**config.mk**
```make
export PLATFORM = sky130hd
export DESIGN_NAME = serialRiscvCore
export DESIGN_NICKNAME = d
export VERILOG_FILES = /design/src/rtl/serialCorePkg.sv /design/src/rtl/insnDecoder.sv /design/src/rtl/serialAlu.sv /design/src/rtl/operandShifter.sv /design/src/rtl/coreSequencer.sv /design/src/rtl/serialRiscvCore.sv
export VERILOG_INCLUDE_DIRS = /design/src /design/src/rtl
export SDC_FILE = /design/constraint.sdc
export NUM_CORES = 1
export LEC_CHECK = 0
export ABC_AREA = 1
export BUFFER_PORTS_ARGS = -buffer_cell sky130_fd_sc_hd__buf_4
export CORE_ASPECT_RATIO = 1.1
export CORE_MARGIN = 10
export CORE_UTILIZATION = 60
export CTS_CLUSTER_DIAMETER = 40
export DETAILED_ROUTE_END_ITERATION = 8
export MAX_ROUTING_LAYER = met4
export PLACE_DENSITY = 0.86
export SYNTH_ARGS = -nofsm -noshare
export SYNTH_HDL_FRONTEND = slang
export SYNTH_HIERARCHICAL = 1
export SYNTH_SLANG_ARGS = --single-unit
```
**constraint.sdc**
```tcl
create_clock -name cpuSignals -period 3.75 [get_ports cpuSignals]
set_input_delay 0.75 -clock cpuSignals [delete_from_list [all_inputs] [get_ports cpuSignals]]
set_output_delay 0.75 -clock cpuSignals [all_outputs]
set_load 0.005 [all_outputs]
```
**src/rtl/serialCore_consts.svh**
```systemverilog
`ifndef SERIAL_CORE_CONSTS_SVH
`define SERIAL_CORE_CONSTS_SVH

// byte address bus width
`define CORE_ADDR_WIDTH 16

// first fetch address after reset
`define CORE_RESET_PC 16'h2000

// registers live in memory, four bytes each
`define CORE_REG_COUNT 16

// major opcodes taken from insn[6:2]
`define CORE_OP_LOAD 5'b00000
`define CORE_OP_OPIMM 5'b00100
`define CORE_OP 5'b01100
`define CORE_OP_LUI 5'b01101

`endif

```
**src/rtl/serialCorePkg.sv**
```systemverilog
`include "serialCore_consts.svh"

package serialCorePkg;

    // {insn[30], funct3} of the instruction
    typedef enum logic [3:0] {
        aluAdd = 4'b0000,
        aluSub = 4'b1000,
        aluXor = 4'b0100,
        aluOr  = 4'b0110,
        aluAnd = 4'b0111
    } aluOpT;

    typedef enum logic [2:0] {
        insnFetch,
        insnFetched,
        regFetch,
        dataFetch,
        regStore
    } coreStateT;

    typedef struct packed {
        logic isLoad;
        logic isLui;
        logic isAluOp;
        // rs1 with immediate when set, rs1 with rs2 otherwise
        logic isAluImmediate;
        aluOpT aluOp;
        logic [$clog2(`CORE_REG_COUNT)-1:0] rs1Idx;
        logic [$clog2(`CORE_REG_COUNT)-1:0] rs2Idx;
        logic [$clog2(`CORE_REG_COUNT)-1:0] rdIdx;
        logic [31:0] immediate;
    } decodedInsnT;

    typedef struct packed {
        logic [`CORE_ADDR_WIDTH-1:0] address;
        logic [7:0] dataWrite;
        logic writeEnable;
        logic strobe;
    } memReqT;

    typedef struct packed {
        logic [7:0] dataRead;
        logic ready;
    } memRespT;

    // per-cycle controls for the X and Y shift registers
    typedef struct packed {
        logic loadX;
        logic loadYFromImm;
        logic loadYFromX;
        logic loadXFromImm;
        logic captureByte;
        logic shiftStart;
        logic stopAtByte;
        logic xFromAlu;
        logic preloadStore;
    } shiftCtrlT;

endpackage

```
**src/rtl/insnDecoder.sv**
```systemverilog
`timescale 1ns/100ps
`include "serialCore_consts.svh"

module insnDecoder (
    input  logic [31:0] insn,
    output serialCorePkg::decodedInsnT decoded
);
    import serialCorePkg::*;

    logic [4:0] opcode;
    logic [2:0] funct3;
    logic [6:0] funct7;
    logic isOpImm;
    logic isOp;
    // only the kept logic and add/sub functions
    logic funct3Legal;
    // register form allows bit 30 for SUB only
    logic funct7Legal;
    logic isValid;

    assign opcode = insn[6:2];
    assign funct3 = insn[14:12];
    assign funct7 = insn[31:25];
    assign isOpImm = opcode == `CORE_OP_OPIMM;
    assign isOp = opcode == `CORE_OP;
    assign funct3Legal = funct3 == 3'b000 || funct3 == 3'b100 ||
                         funct3 == 3'b110 || funct3 == 3'b111;
    assign funct7Legal = funct7 == 7'b0000000 ||
                         (funct7 == 7'b0100000 && funct3 == 3'b000);

    always_comb begin
        decoded = '0;
        // word loads only
        decoded.isLoad = opcode == `CORE_OP_LOAD && funct3 == 3'b010;
        decoded.isLui = opcode == `CORE_OP_LUI;
        decoded.isAluOp = funct3Legal && (isOpImm || (isOp && funct7Legal));
        decoded.isAluImmediate = !insn[5];
        // bit 30 belongs to the immediate in OP-IMM
        decoded.aluOp = aluOpT'({insn[5] & insn[30], funct3});
        decoded.rs1Idx = insn[18:15];
        decoded.rs2Idx = insn[23:20];
        decoded.rdIdx = insn[10:7];

        if (opcode == `CORE_OP_LOAD || isOpImm) begin
            // I-type
            decoded.immediate = {{20{insn[31]}}, insn[31:20]};
        end else if (opcode == `CORE_OP_LUI) begin
            // U-type
            decoded.immediate = {insn[31:12], 12'b0};
        end else begin
            decoded.immediate = '0;
        end
    end

    assign isValid = decoded.isLoad || decoded.isLui || decoded.isAluOp;

    // compressed forms are not fetched, any opcode we act on must be 32-bit
    always_comb begin
        assert #0 ($isunknown(insn) || !isValid || insn[1:0] == 2'b11)
        else $error("decoded a valid opcode with low bits %b", insn[1:0]);
    end

endmodule

```
**src/rtl/serialAlu.sv**
```systemverilog
`timescale 1ns/100ps

module serialAlu (
    input  logic cpuSignals,
    input  logic arstN,
    input  serialCorePkg::aluOpT op,
    input  logic clear,
    input  logic xBit,
    input  logic yBit,
    output logic aluBit
);
    import serialCorePkg::*;

    logic carry;
    // subtract as x + ~y + 1
    logic yEff;

    assign yEff = (op == aluSub) ? ~yBit : yBit;

    always_comb begin
        case (op)
            aluAdd, aluSub: aluBit = xBit ^ yEff ^ carry;
            aluXor: aluBit = xBit ^ yBit;
            aluOr: aluBit = xBit | yBit;
            aluAnd: aluBit = xBit & yBit;
            default: aluBit = 1'b0;
        endcase
    end

    always_ff @(posedge cpuSignals or negedge arstN) begin
        if (!arstN) begin
            carry <= 1'b0;
        end else if (clear) begin
            // the +1 of two's complement
            carry <= (op == aluSub);
        end else begin
            carry <= (xBit & yEff) | (xBit & carry) | (yEff & carry);
        end
    end

    // decoder and sequencer together must never hand over a dropped function
    assert property (@(posedge cpuSignals) disable iff (!arstN)
        !clear |-> op inside {aluAdd, aluSub, aluXor, aluOr, aluAnd})
    else $error("illegal ALU op %b", op);

endmodule

```
**src/rtl/operandShifter.sv**
```systemverilog
`timescale 1ns/100ps
`include "serialCore_consts.svh"

module operandShifter (
    input  logic cpuSignals,
    input  logic arstN,
    input  serialCorePkg::shiftCtrlT ctrl,
    input  logic [31:0] immediate,
    input  logic [7:0] dataRead,
    input  logic aluBit,
    output logic xBit,
    output logic yBit,
    output logic [7:0] xLowByte,
    output logic [`CORE_ADDR_WIDTH-1:0] xAddr,
    output logic byteDone,
    output logic wordDone
);

    // operand registers, bit 0 goes to the ALU
    logic [31:0] xReg;
    logic [31:0] yReg;
    // bits moved within the current word
    logic [4:0] bitCount;
    // one bit per cycle while set
    logic running;
    // 32 bits passed since the last loadX or preloadStore
    logic wordFlag;
    logic lastBit;
    logic byteBoundary;

    assign lastBit = bitCount == 5'd31;
    assign byteBoundary = bitCount[2:0] == 3'd7;

    always_ff @(posedge cpuSignals or negedge arstN) begin
        if (!arstN) begin
            bitCount <= '0;
            running <= 1'b0;
            wordFlag <= 1'b0;
        end else begin
            if (ctrl.loadX) begin
                bitCount <= '0;
                wordFlag <= 1'b0;
            end else if (ctrl.preloadStore) begin
                // first byte is written as is, 24 bits left to move
                bitCount <= 5'd8;
                wordFlag <= 1'b0;
            end else if (running) begin
                bitCount <= bitCount + 5'd1;
                if (lastBit) begin
                    wordFlag <= 1'b1;
                end
            end

            if (ctrl.shiftStart) begin
                running <= 1'b1;
            end else if (running && (lastBit || (ctrl.stopAtByte && byteBoundary))) begin
                running <= 1'b0;
            end
        end
    end

    always_ff @(posedge cpuSignals) begin
        if (ctrl.loadXFromImm) begin
            xReg <= immediate;
        end else if (ctrl.captureByte) begin
            // byte lands low, 8 shifts later it sits at the top
            xReg[7:0] <= dataRead;
        end else if (running) begin
            xReg <= {ctrl.xFromAlu ? aluBit : xReg[0], xReg[31:1]};
        end

        if (ctrl.loadYFromImm) begin
            yReg <= immediate;
        end else if (ctrl.loadYFromX) begin
            yReg <= xReg;
        end else if (running) begin
            // rotate so y is back in place after a full word
            yReg <= {yReg[0], yReg[31:1]};
        end
    end

    assign xBit = xReg[0];
    assign yBit = yReg[0];
    assign xLowByte = xReg[7:0];
    assign xAddr = xReg[`CORE_ADDR_WIDTH-1:0];
    assign byteDone = !running;
    assign wordDone = wordFlag;

    // sequencer waits for the byte step to end before the next read returns
    assert property (@(posedge cpuSignals) disable iff (!arstN)
        !(ctrl.captureByte && running))
    else $error("byte captured while X is shifting");

endmodule

```
**src/rtl/coreSequencer.sv**
```systemverilog
`timescale 1ns/100ps
`include "serialCore_consts.svh"

module coreSequencer (
    input  logic cpuSignals,
    input  logic arstN,
    input  serialCorePkg::memRespT memResp,
    input  serialCorePkg::decodedInsnT decoded,
    input  logic byteDone,
    input  logic wordDone,
    input  logic [7:0] xLowByte,
    input  logic [`CORE_ADDR_WIDTH-1:0] xAddr,
    output serialCorePkg::memReqT memReq,
    output logic [31:0] insn,
    output serialCorePkg::shiftCtrlT ctrl,
    output serialCorePkg::aluOpT aluOp,
    output logic aluClear
);
    import serialCorePkg::*;

    coreStateT state;
    logic [`CORE_ADDR_WIDTH-1:0] pc;
    logic [`CORE_ADDR_WIDTH-1:0] pcNext;
    logic [`CORE_ADDR_WIDTH-1:0] memAddr;
    logic [`CORE_ADDR_WIDTH-1:0] memAddrNext;
    logic [31:0] insnBuf;
    logic strobe;
    logic writeEnable;
    // a byte step or ALU pass was started
    logic shiftWait;
    // X passes through the ALU, no byte stops
    logic aluPass;
    // rs1 fetch of a register-register op
    logic secondOperand;
    logic readDone;
    logic writeDone;
    logic shiftIdle;
    logic rs2First;
    logic wordReady;
    logic startPass;
    logic passDone;

    function automatic logic [`CORE_ADDR_WIDTH-1:0] regAddr(input logic [3:0] idx);
        regAddr = {{(`CORE_ADDR_WIDTH - 6){1'b0}}, idx, 2'b00};
    endfunction

    assign pcNext = pc + 1'b1;
    assign memAddrNext = memAddr + 1'b1;
    assign readDone = strobe && !writeEnable && memResp.ready;
    assign writeDone = strobe && writeEnable && memResp.ready;
    assign shiftIdle = shiftWait && byteDone;
    assign rs2First = decoded.isAluOp && !decoded.isAluImmediate;
    assign wordReady = shiftIdle && !aluPass && wordDone;
    // whole 32-bit pass in one go keeps the carry chain unbroken
    assign startPass = state == regFetch && wordReady && !(rs2First && !secondOperand);
    assign passDone = state == regFetch && shiftIdle && aluPass;

    assign insn = insnBuf;
    assign aluOp = decoded.isAluOp ? decoded.aluOp : aluAdd;
    assign aluClear = startPass;

    always_comb begin
        memReq.address = memAddr;
        memReq.dataWrite = xLowByte;
        memReq.writeEnable = writeEnable;
        memReq.strobe = strobe;
    end

    always_comb begin
        ctrl = '0;
        ctrl.stopAtByte = !aluPass;
        ctrl.xFromAlu = aluPass;
        ctrl.captureByte = readDone && (state == regFetch || state == dataFetch);
        ctrl.shiftStart = ctrl.captureByte || startPass ||
                          (state == regStore && writeDone && !wordDone);
        case (state)
            insnFetched: begin
                if (decoded.isLui) begin
                    ctrl.loadXFromImm = 1'b1;
                    ctrl.preloadStore = 1'b1;
                end else if (decoded.isLoad || (decoded.isAluOp && decoded.isAluImmediate)) begin
                    ctrl.loadYFromImm = 1'b1;
                    ctrl.loadX = 1'b1;
                end else if (decoded.isAluOp) begin
                    ctrl.loadX = 1'b1;
                end
            end
            regFetch: begin
                if (wordReady && rs2First && !secondOperand) begin
                    // rs2 moves over to Y
                    ctrl.loadYFromX = 1'b1;
                    ctrl.loadX = 1'b1;
                end else if (startPass) begin
                    ctrl.loadX = 1'b1;
                end else if (passDone) begin
                    ctrl.loadX = decoded.isLoad;
                    ctrl.preloadStore = !decoded.isLoad;
                end
            end
            dataFetch: begin
                ctrl.preloadStore = wordReady;
            end
            default: begin
            end
        endcase
    end

    always_ff @(posedge cpuSignals or negedge arstN) begin
        if (!arstN) begin
            state <= insnFetch;
            pc <= `CORE_RESET_PC;
            memAddr <= '0;
            strobe <= 1'b0;
            writeEnable <= 1'b0;
            shiftWait <= 1'b0;
            aluPass <= 1'b0;
            secondOperand <= 1'b0;
            // addi x0, x0, 0
            insnBuf <= 32'h0000_0013;
        end else begin
            if (strobe && memResp.ready) begin
                strobe <= 1'b0;
            end

            if (ctrl.shiftStart) begin
                shiftWait <= 1'b1;
            end else if (shiftIdle) begin
                shiftWait <= 1'b0;
            end

            case (state)
                insnFetch: begin
                    if (readDone) begin
                        // little-endian, slot picked by pc low bits
                        insnBuf[{pc[1:0], 3'b000} +: 8] <= memResp.dataRead;
                        pc <= pcNext;
                        if (pc[1:0] == 2'b11) begin
                            state <= insnFetched;
                        end
                    end else if (!strobe) begin
                        memAddr <= pc;
                        strobe <= 1'b1;
                    end
                end
                insnFetched: begin
                    secondOperand <= 1'b0;
                    if (decoded.isLui) begin
                        memAddr <= regAddr(decoded.rdIdx);
                        writeEnable <= 1'b1;
                        strobe <= 1'b1;
                        state <= regStore;
                    end else if (decoded.isLoad || decoded.isAluOp) begin
                        memAddr <= regAddr(rs2First ? decoded.rs2Idx : decoded.rs1Idx);
                        strobe <= 1'b1;
                        state <= regFetch;
                    end else begin
                        // unsupported, skip it
                        state <= insnFetch;
                    end
                end
                regFetch: begin
                    if (shiftIdle && !aluPass && !wordDone) begin
                        memAddr <= memAddrNext;
                        strobe <= 1'b1;
                    end else if (wordReady && !startPass) begin
                        memAddr <= regAddr(decoded.rs1Idx);
                        strobe <= 1'b1;
                        secondOperand <= 1'b1;
                    end else if (startPass) begin
                        aluPass <= 1'b1;
                    end else if (passDone) begin
                        aluPass <= 1'b0;
                        strobe <= 1'b1;
                        if (decoded.isLoad) begin
                            // X holds rs1 + imm
                            memAddr <= xAddr;
                            state <= dataFetch;
                        end else begin
                            memAddr <= regAddr(decoded.rdIdx);
                            writeEnable <= 1'b1;
                            state <= regStore;
                        end
                    end
                end
                dataFetch: begin
                    if (shiftIdle) begin
                        strobe <= 1'b1;
                        if (wordDone) begin
                            memAddr <= regAddr(decoded.rdIdx);
                            writeEnable <= 1'b1;
                            state <= regStore;
                        end else begin
                            memAddr <= memAddrNext;
                        end
                    end
                end
                regStore: begin
                    if (writeDone && wordDone) begin
                        // fourth byte written
                        writeEnable <= 1'b0;
                        state <= insnFetch;
                    end else if (shiftIdle) begin
                        memAddr <= memAddrNext;
                        strobe <= 1'b1;
                    end
                end
                default: begin
                    state <= insnFetch;
                end
            endcase
        end
    end

    // request fields hold until the memory answers
    assert property (@(posedge cpuSignals) disable iff (!arstN)
        memReq.strobe && !memResp.ready |=>
            memReq.strobe && $stable(memReq.address) &&
            $stable(memReq.writeEnable) && $stable(memReq.dataWrite))
    else $error("bus request changed before ready");

endmodule

```
**src/rtl/serialRiscvCore.sv**
```systemverilog
`timescale 1ns/100ps
`include "serialCore_consts.svh"

module serialRiscvCore (
    input  logic cpuSignals,
    input  logic arstN,
    input  serialCorePkg::memRespT memResp,
    output serialCorePkg::memReqT memReq
);
    import serialCorePkg::*;

    logic [31:0] insn;
    decodedInsnT decoded;
    shiftCtrlT ctrl;
    aluOpT aluOp;
    logic aluClear;
    logic aluBit;
    logic xBit;
    logic yBit;
    logic byteDone;
    logic wordDone;
    logic [7:0] xLowByte;
    logic [`CORE_ADDR_WIDTH-1:0] xAddr;

    insnDecoder decoder_i (
        .insn    (insn),
        .decoded (decoded)
    );

    serialAlu alu_i (
        .cpuSignals (cpuSignals),
        .arstN      (arstN),
        .op         (aluOp),
        .clear      (aluClear),
        .xBit       (xBit),
        .yBit       (yBit),
        .aluBit     (aluBit)
    );

    // X and Y with the bit pacing counter
    operandShifter shifter_i (
        .cpuSignals (cpuSignals),
        .arstN      (arstN),
        .ctrl       (ctrl),
        .immediate  (decoded.immediate),
        .dataRead   (memResp.dataRead),
        .aluBit     (aluBit),
        .xBit       (xBit),
        .yBit       (yBit),
        .xLowByte   (xLowByte),
        .xAddr      (xAddr),
        .byteDone   (byteDone),
        .wordDone   (wordDone)
    );

    coreSequencer sequencer_i (
        .cpuSignals (cpuSignals),
        .arstN      (arstN),
        .memResp    (memResp),
        .decoded    (decoded),
        .byteDone   (byteDone),
        .wordDone   (wordDone),
        .xLowByte   (xLowByte),
        .xAddr      (xAddr),
        .memReq     (memReq),
        .insn       (insn),
        .ctrl       (ctrl),
        .aluOp      (aluOp),
        .aluClear   (aluClear)
    );

endmodule

```
==> results_dict.tcl, run 1 <==
set metrics [dict create \
    outcome "finished clean" \
    synth_warnings 6 \
    via_per_inst 5.82 \
    p_seq_frac 0.482 \
    postSynthCellCount 1164 \
    cts_tree "done" \
    htree_levels 4 \
    placed_area_mm2 0.00893 \
    switchingPower_mw 0.726 \
    postCtsHoldBufs 0 \
    crit_fanout 32 \
    max_slew_margin 0.334 \
    root_buffer "clkbuf_16" \
    rrSetupSlack_ps 610 \
    period_needed_ps 3140 \
    rsz0062_at_grt "no" \
    finalMaxSlewViolations 0 \
    reg2reg_depth 9 \
    regToRegEndpoint "shifter_i/yReg[4]" \
    leakage_nw 4.40 \
    n_antenna_cell 0 \
    antenna_left 0 \
    setup_viol 0 \
    drc 0 \
    gr-total-overflow 0 \
    finClkSkew_ps 9.50 \
    drv_cap 0 \
    cts_buffers 17 \
    syn_to_final_growth_pct 5.37 \
    finalCritPeriodShare 0.837 \
    portBuffers 36 \
    arrival_ps 3230 \
    syn_nets 1188 \
    vias 7812 \
    grt_pass1_vias 7384 \
    sw_frac_of_total 0.218 \
    ctsResizeCount 0 \
    fin_setup_tns_ps 0 \
    antenna_found_initial 0 \
    startpoint "sequencer_i/insn[3]" \
    start_util 0.618 \
    dr.pass1.iters 6 \
    design.portCount 37 \
    cts_num_sinks 141 \
    power_density_mw_per_mm2 350 \
    fin_area_mm2 0.00952 \
    fin_nets 1161 \
    hold_viol_final 0 \
    drive_gt1_frac 0.134 \
    ir_worst_vdd_v 0.000255 \
    clkPwrFrac 0.508 \
    mostFrequentLayoutCells "nand2_1, nor2_1, inv_1" \
    clk_pin_slew_ps 60 \
    fmax_mhz 319 \
    hp-class "in2async" \
    wl_um 23100 \
    netlist_area_mm2 0.00903 \
    syn_avg_cell_area_um2 7.76 \
    critPathRequiredTime_ps 3840 \
    postCtsSetupBuffers 0 \
    endpoint_kind "register" \
    p_comb_frac 0.010 \
    drt_iter0_markers 1125 \
    globalRouteTotalUtil 0.240 \
    hpwl_um 16400 \
    die_area_mm2 0.0204 \
    cts_buffer_depth 2 \
    place.gp.congestion 0.963 \
    grt_pass1_wl_um 37900 \
    fp.dieH_um 149 \
    layout_commonest_cell "nand2_1" \
    die-width_um 137 \
    insertion_delay_ps 430 \
    start_kind "register" \
    worstReg2RegStart "sequencer_i/insn[3]" \
    worst_slew_pin_slew_ps 999 \
    rows 46 \
    coreArea_mm2 0.0146 \
    grt_max_degree 78 \
    wire_per_inst_um 17.2 \
    cell_internal_pwr_mw 2.60 \
    worstSetupPathType "reg2reg" \
]
[power groups by stage]
stage	Clock (mW)	Combinational (mW)	Sequential [mW]
floorplan	0	0.00191	1.64
global placement	0	0.0326	1.64
global route	1.77	0.0359	1.60
finish	1.69	0.0319	1.61
detailed placement	0	0.0328	1.64
CTS	1.71	0.0330	1.61
[critical path, stage by stage, from the launching register on]
cell and delay (ps):
dfrtp_1 430, nor3_4 290, nand3_1 110, nor2_1 500
nor2_1 170, nor3_1 290, o21a_1 210, inv_2 210
nand3_1 170, buf_4 400
[layer usage]
metal,share of wire,global-route usage,vias up
li1,-,-,3670
met3,0.080,0.0495,70
met4,0.032,0.104,0
met2,0.48,0.365,392
met1,0.41,0.304,3680
met5,0,-,-
[state kept, by name (all words and copies together) (netlist names), 3 cells and up]
signal / flops
sequencer_i/pc: 16
shifter_i/xReg: 32
shifter_i/yReg: 32
sequencer_i/memAddr: 16
shifter_i/bitCount: 5
sequencer_i/insn: 29
sequencer_i/state: 3
[cell type report]
type | instances | area (um2)
clock buffer | 18 | 429
clock inverter | 14 | 158
sequential | 141 | 3850
multi-input combinational | 812 | 4050
timing repair buffer | 44 | 330
tap | 192 | 240
fill | 1271 | 5100
inverter | 121 | 464
[metrics by stage]
step	utilization	total power [mW]	cells	setup WS [ps]	hold slack [ps]
2_1_floorplan	-	1.64	1164	591	454
3_3_place_gp	0.611	1.67	1310	813	493
3_5_place_dp	0.611	1.67	1310	763	504
4_1_cts	0.651	3.35	1342	727	520
5_1_grt	0.651	3.41	1342	434	553
6_report	0.651	3.33	1342	613	492
[worst max-delay path by stage]
stage                          to  depth (start not counted)
2_1_floorplan  shifter_i/xReg[10]                          3
3_3_place_gp    shifter_i/yReg[4]                         10
3_5_place_dp   shifter_i/yReg[27]                          9
4_1_cts        shifter_i/yReg[28]                          9
5_1_grt         shifter_i/yReg[6]                          9
6_report        shifter_i/yReg[4]                          9
Power figures use the tool's default switching activity.
==> inputs of run 2 (changes only) <==
==> constraint.sdc (replaced) <==
create_clock -name cpuSignals -period 3.1 [get_ports cpuSignals]
set_input_delay 0.62 -clock cpuSignals [delete_from_list [all_inputs] [get_ports cpuSignals]]
set_output_delay 0.62 -clock cpuSignals [all_outputs]
set_load 0.005 [all_outputs]
==> run 2 against run 1 <==
  * Non-clock buffer count rose by 6
  * Clock skew barely moved
  * First-iteration DRC count fell by 11%
  * Sequential share of layout area fell by 0.30 points
  * Global-route usage fell by 0.55 points
  * Die area did not move
  * Worst hold slack got worse by 140 ps
  * Core utilization rose by 0.48 points
  * Flip-flop and latch count did not move
  * Worst setup slack got worse by 200 ps
  * Cell count rose by 0.45%
  * Critical endpoint is now shifter_i/xReg[31]
  * Largest power group unchanged
==> results_dict.tcl, run 2 (synthesis results as in run 1) <==
set metrics [dict create \
    endpoint_kind "register" \
    fin_setup_tns_ps 0 \
    root_buffer "clkbuf_16" \
    period_needed_ps 2680 \
    cts_num_sinks 141 \
    finClkSkew_ps 9.61 \
    antenna_left 0 \
    syn_to_final_growth_pct 6.15 \
    globalRouteTotalUtil 0.235 \
    worstReg2RegStart "sequencer_i/insn[4]" \
    fin_ws_ps 417 \
    gr-total-overflow 0 \
    place.gp.congestion 0.986 \
    hpwl_um 16900 \
    start_util 0.618 \
    dr.pass1.iters 6 \
    arrival_ps 2880 \
    critPathRequiredTime_ps 3290 \
    design.portCount 37 \
    grt_busiest_layer "met2" \
    grt_max_degree 78 \
    fmax_mhz 373 \
    finalCoreUtilization 0.656 \
    worstSetupPathType "reg2reg" \
    via_per_inst 5.76 \
    vias 7766 \
    cts_tree "done" \
    rows 46 \
    htree_levels 4 \
    portBuffers 36 \
    gr-usage-met2 0.372 \
    fin_area_mm2 0.00959 \
    ctsResizeCount 0 \
    layout_commonest_cell "nand2_1" \
    drive_gt1_frac 0.139 \
    cts_buffer_depth 2 \
    coreArea_mm2 0.0146 \
    fp.dieH_um 149 \
    drt_iter0_markers 1001 \
    crit_fanout 10 \
    regToRegEndpoint "shifter_i/xReg[31]" \
    wire_per_inst_um 17.2 \
    hold_viol_final 0 \
    insertion_delay_ps 440 \
    max_slew_margin 0.351 \
    wl_um 23200 \
    met1_usage 0.291 \
    outcome "finished clean" \
    clk_pin_slew_ps 70 \
    drc 0 \
    pre_cts_ws_ps 491 \
    rrSetupSlack_ps 420 \
    grt_pass1_wl_um 36800 \
    worst_slew_pin_slew_ps 974 \
    n_antenna_cell 0 \
    final_cells 1348 \
    antenna_found_initial 0 \
    grt_pass1_vias 7189 \
    finalMaxSlewViolations 0 \
    placedCellCount 1316 \
    finalCritPeriodShare 0.866 \
    postCtsHoldBufs 0 \
    placed_area_mm2 0.00899 \
    fin_hold_ws_ps 357 \
    hp-class "in2async" \
    reg2reg_depth 20 \
    gr-usage-met3 0.0354 \
    fin_total_pwr_mw 4.06 \
    start_kind "register" \
    postCtsSetupBuffers 0 \
    fin_nets 1167 \
    die-width_um 137 \
    fillers 1221 \
    cts_buffers 17 \
    mostFrequentLayoutCells "nand2_1, nor2_1, inv_1" \
    die_area_mm2 0.0204 \
    power_density_mw_per_mm2 424 \
    rsz0062_at_grt "no" \
    leakage_nw 4.45 \
    setup_viol 0 \
    drv_cap 0 \
    ir_worst_vdd_v 0.000262 \
]
-- run 2: changes by cell type in the layout (fill, tap and decap cells not counted) --
cell and delta:
inv_8 +2, clkinvlp_4 -2, buf_4 +5, inv_6 +1, buf_12 +1, clkbuf_1 -1
-- run 2: power breakdown --
part	internal [mW]	switching [mW]	leakage, nW
clock	1.21	0.871	0.295
sequential	1.94	0.000000000000000207	1.38
combinational	0.00941	0.0290	2.77
total	3.16	0.900	4.45
-- run 2: worst max-delay path by stage --
stage,startpoint,end,slack [ps],depth (start not counted)
2_1_floorplan,memResp[0],shifter_i/xReg[10],70,3
5_1_grt,sequencer_i/insn[4],shifter_i/xReg[31],170,19
6_report,sequencer_i/insn[4],shifter_i/xReg[31],420,20
3_5_place_dp,sequencer_i/insn[4],shifter_i/xReg[31],490,20
3_3_place_gp,sequencer_i/insn[4],shifter_i/xReg[31],560,20
4_1_cts,sequencer_i/insn[4],shifter_i/xReg[31],440,20
-- run 2: layer usage --
metal,share of wire,routed length [um]
met2,0.49,11400
met5,0,0
met3,0.077,1790
met1,0.40,9330
met4,0.030,696
-- run 2: final cells by class --
| type | instances | area (um2) | area share |
|---|---|---|---|
| tap | 192 | 240 | 0.0251 |
| inverter | 121 | 464 | 0.0484 |
| sequential | 141 | 3850 | 0.402 |
| timing repair buffer | 50 | 388 | 0.0404 |
| clock inverter | 15 | 174 | 0.0181 |
| multi-input combinational | 812 | 4050 | 0.422 |
| clock buffer | 17 | 425 | 0.0444 |
-- run 2: worst max-delay path: stages, from the launching register on --
cell and delay (ps):
dfstp_2 540, inv_1 70, a21oi_1 150, nand3_1 100
nor2_1 110, buf_4 170, nand2_1 60, inv_1 90
inv_1 80, nand3_1 80, nand2_1 50, nand2_1 70
fa_1 410, nand2_1 80, nand2_1 50, nand2_1 50
nand2_1 40, inv_1 40, nand2_1 40, o211ai_1 80
nand2_1 60
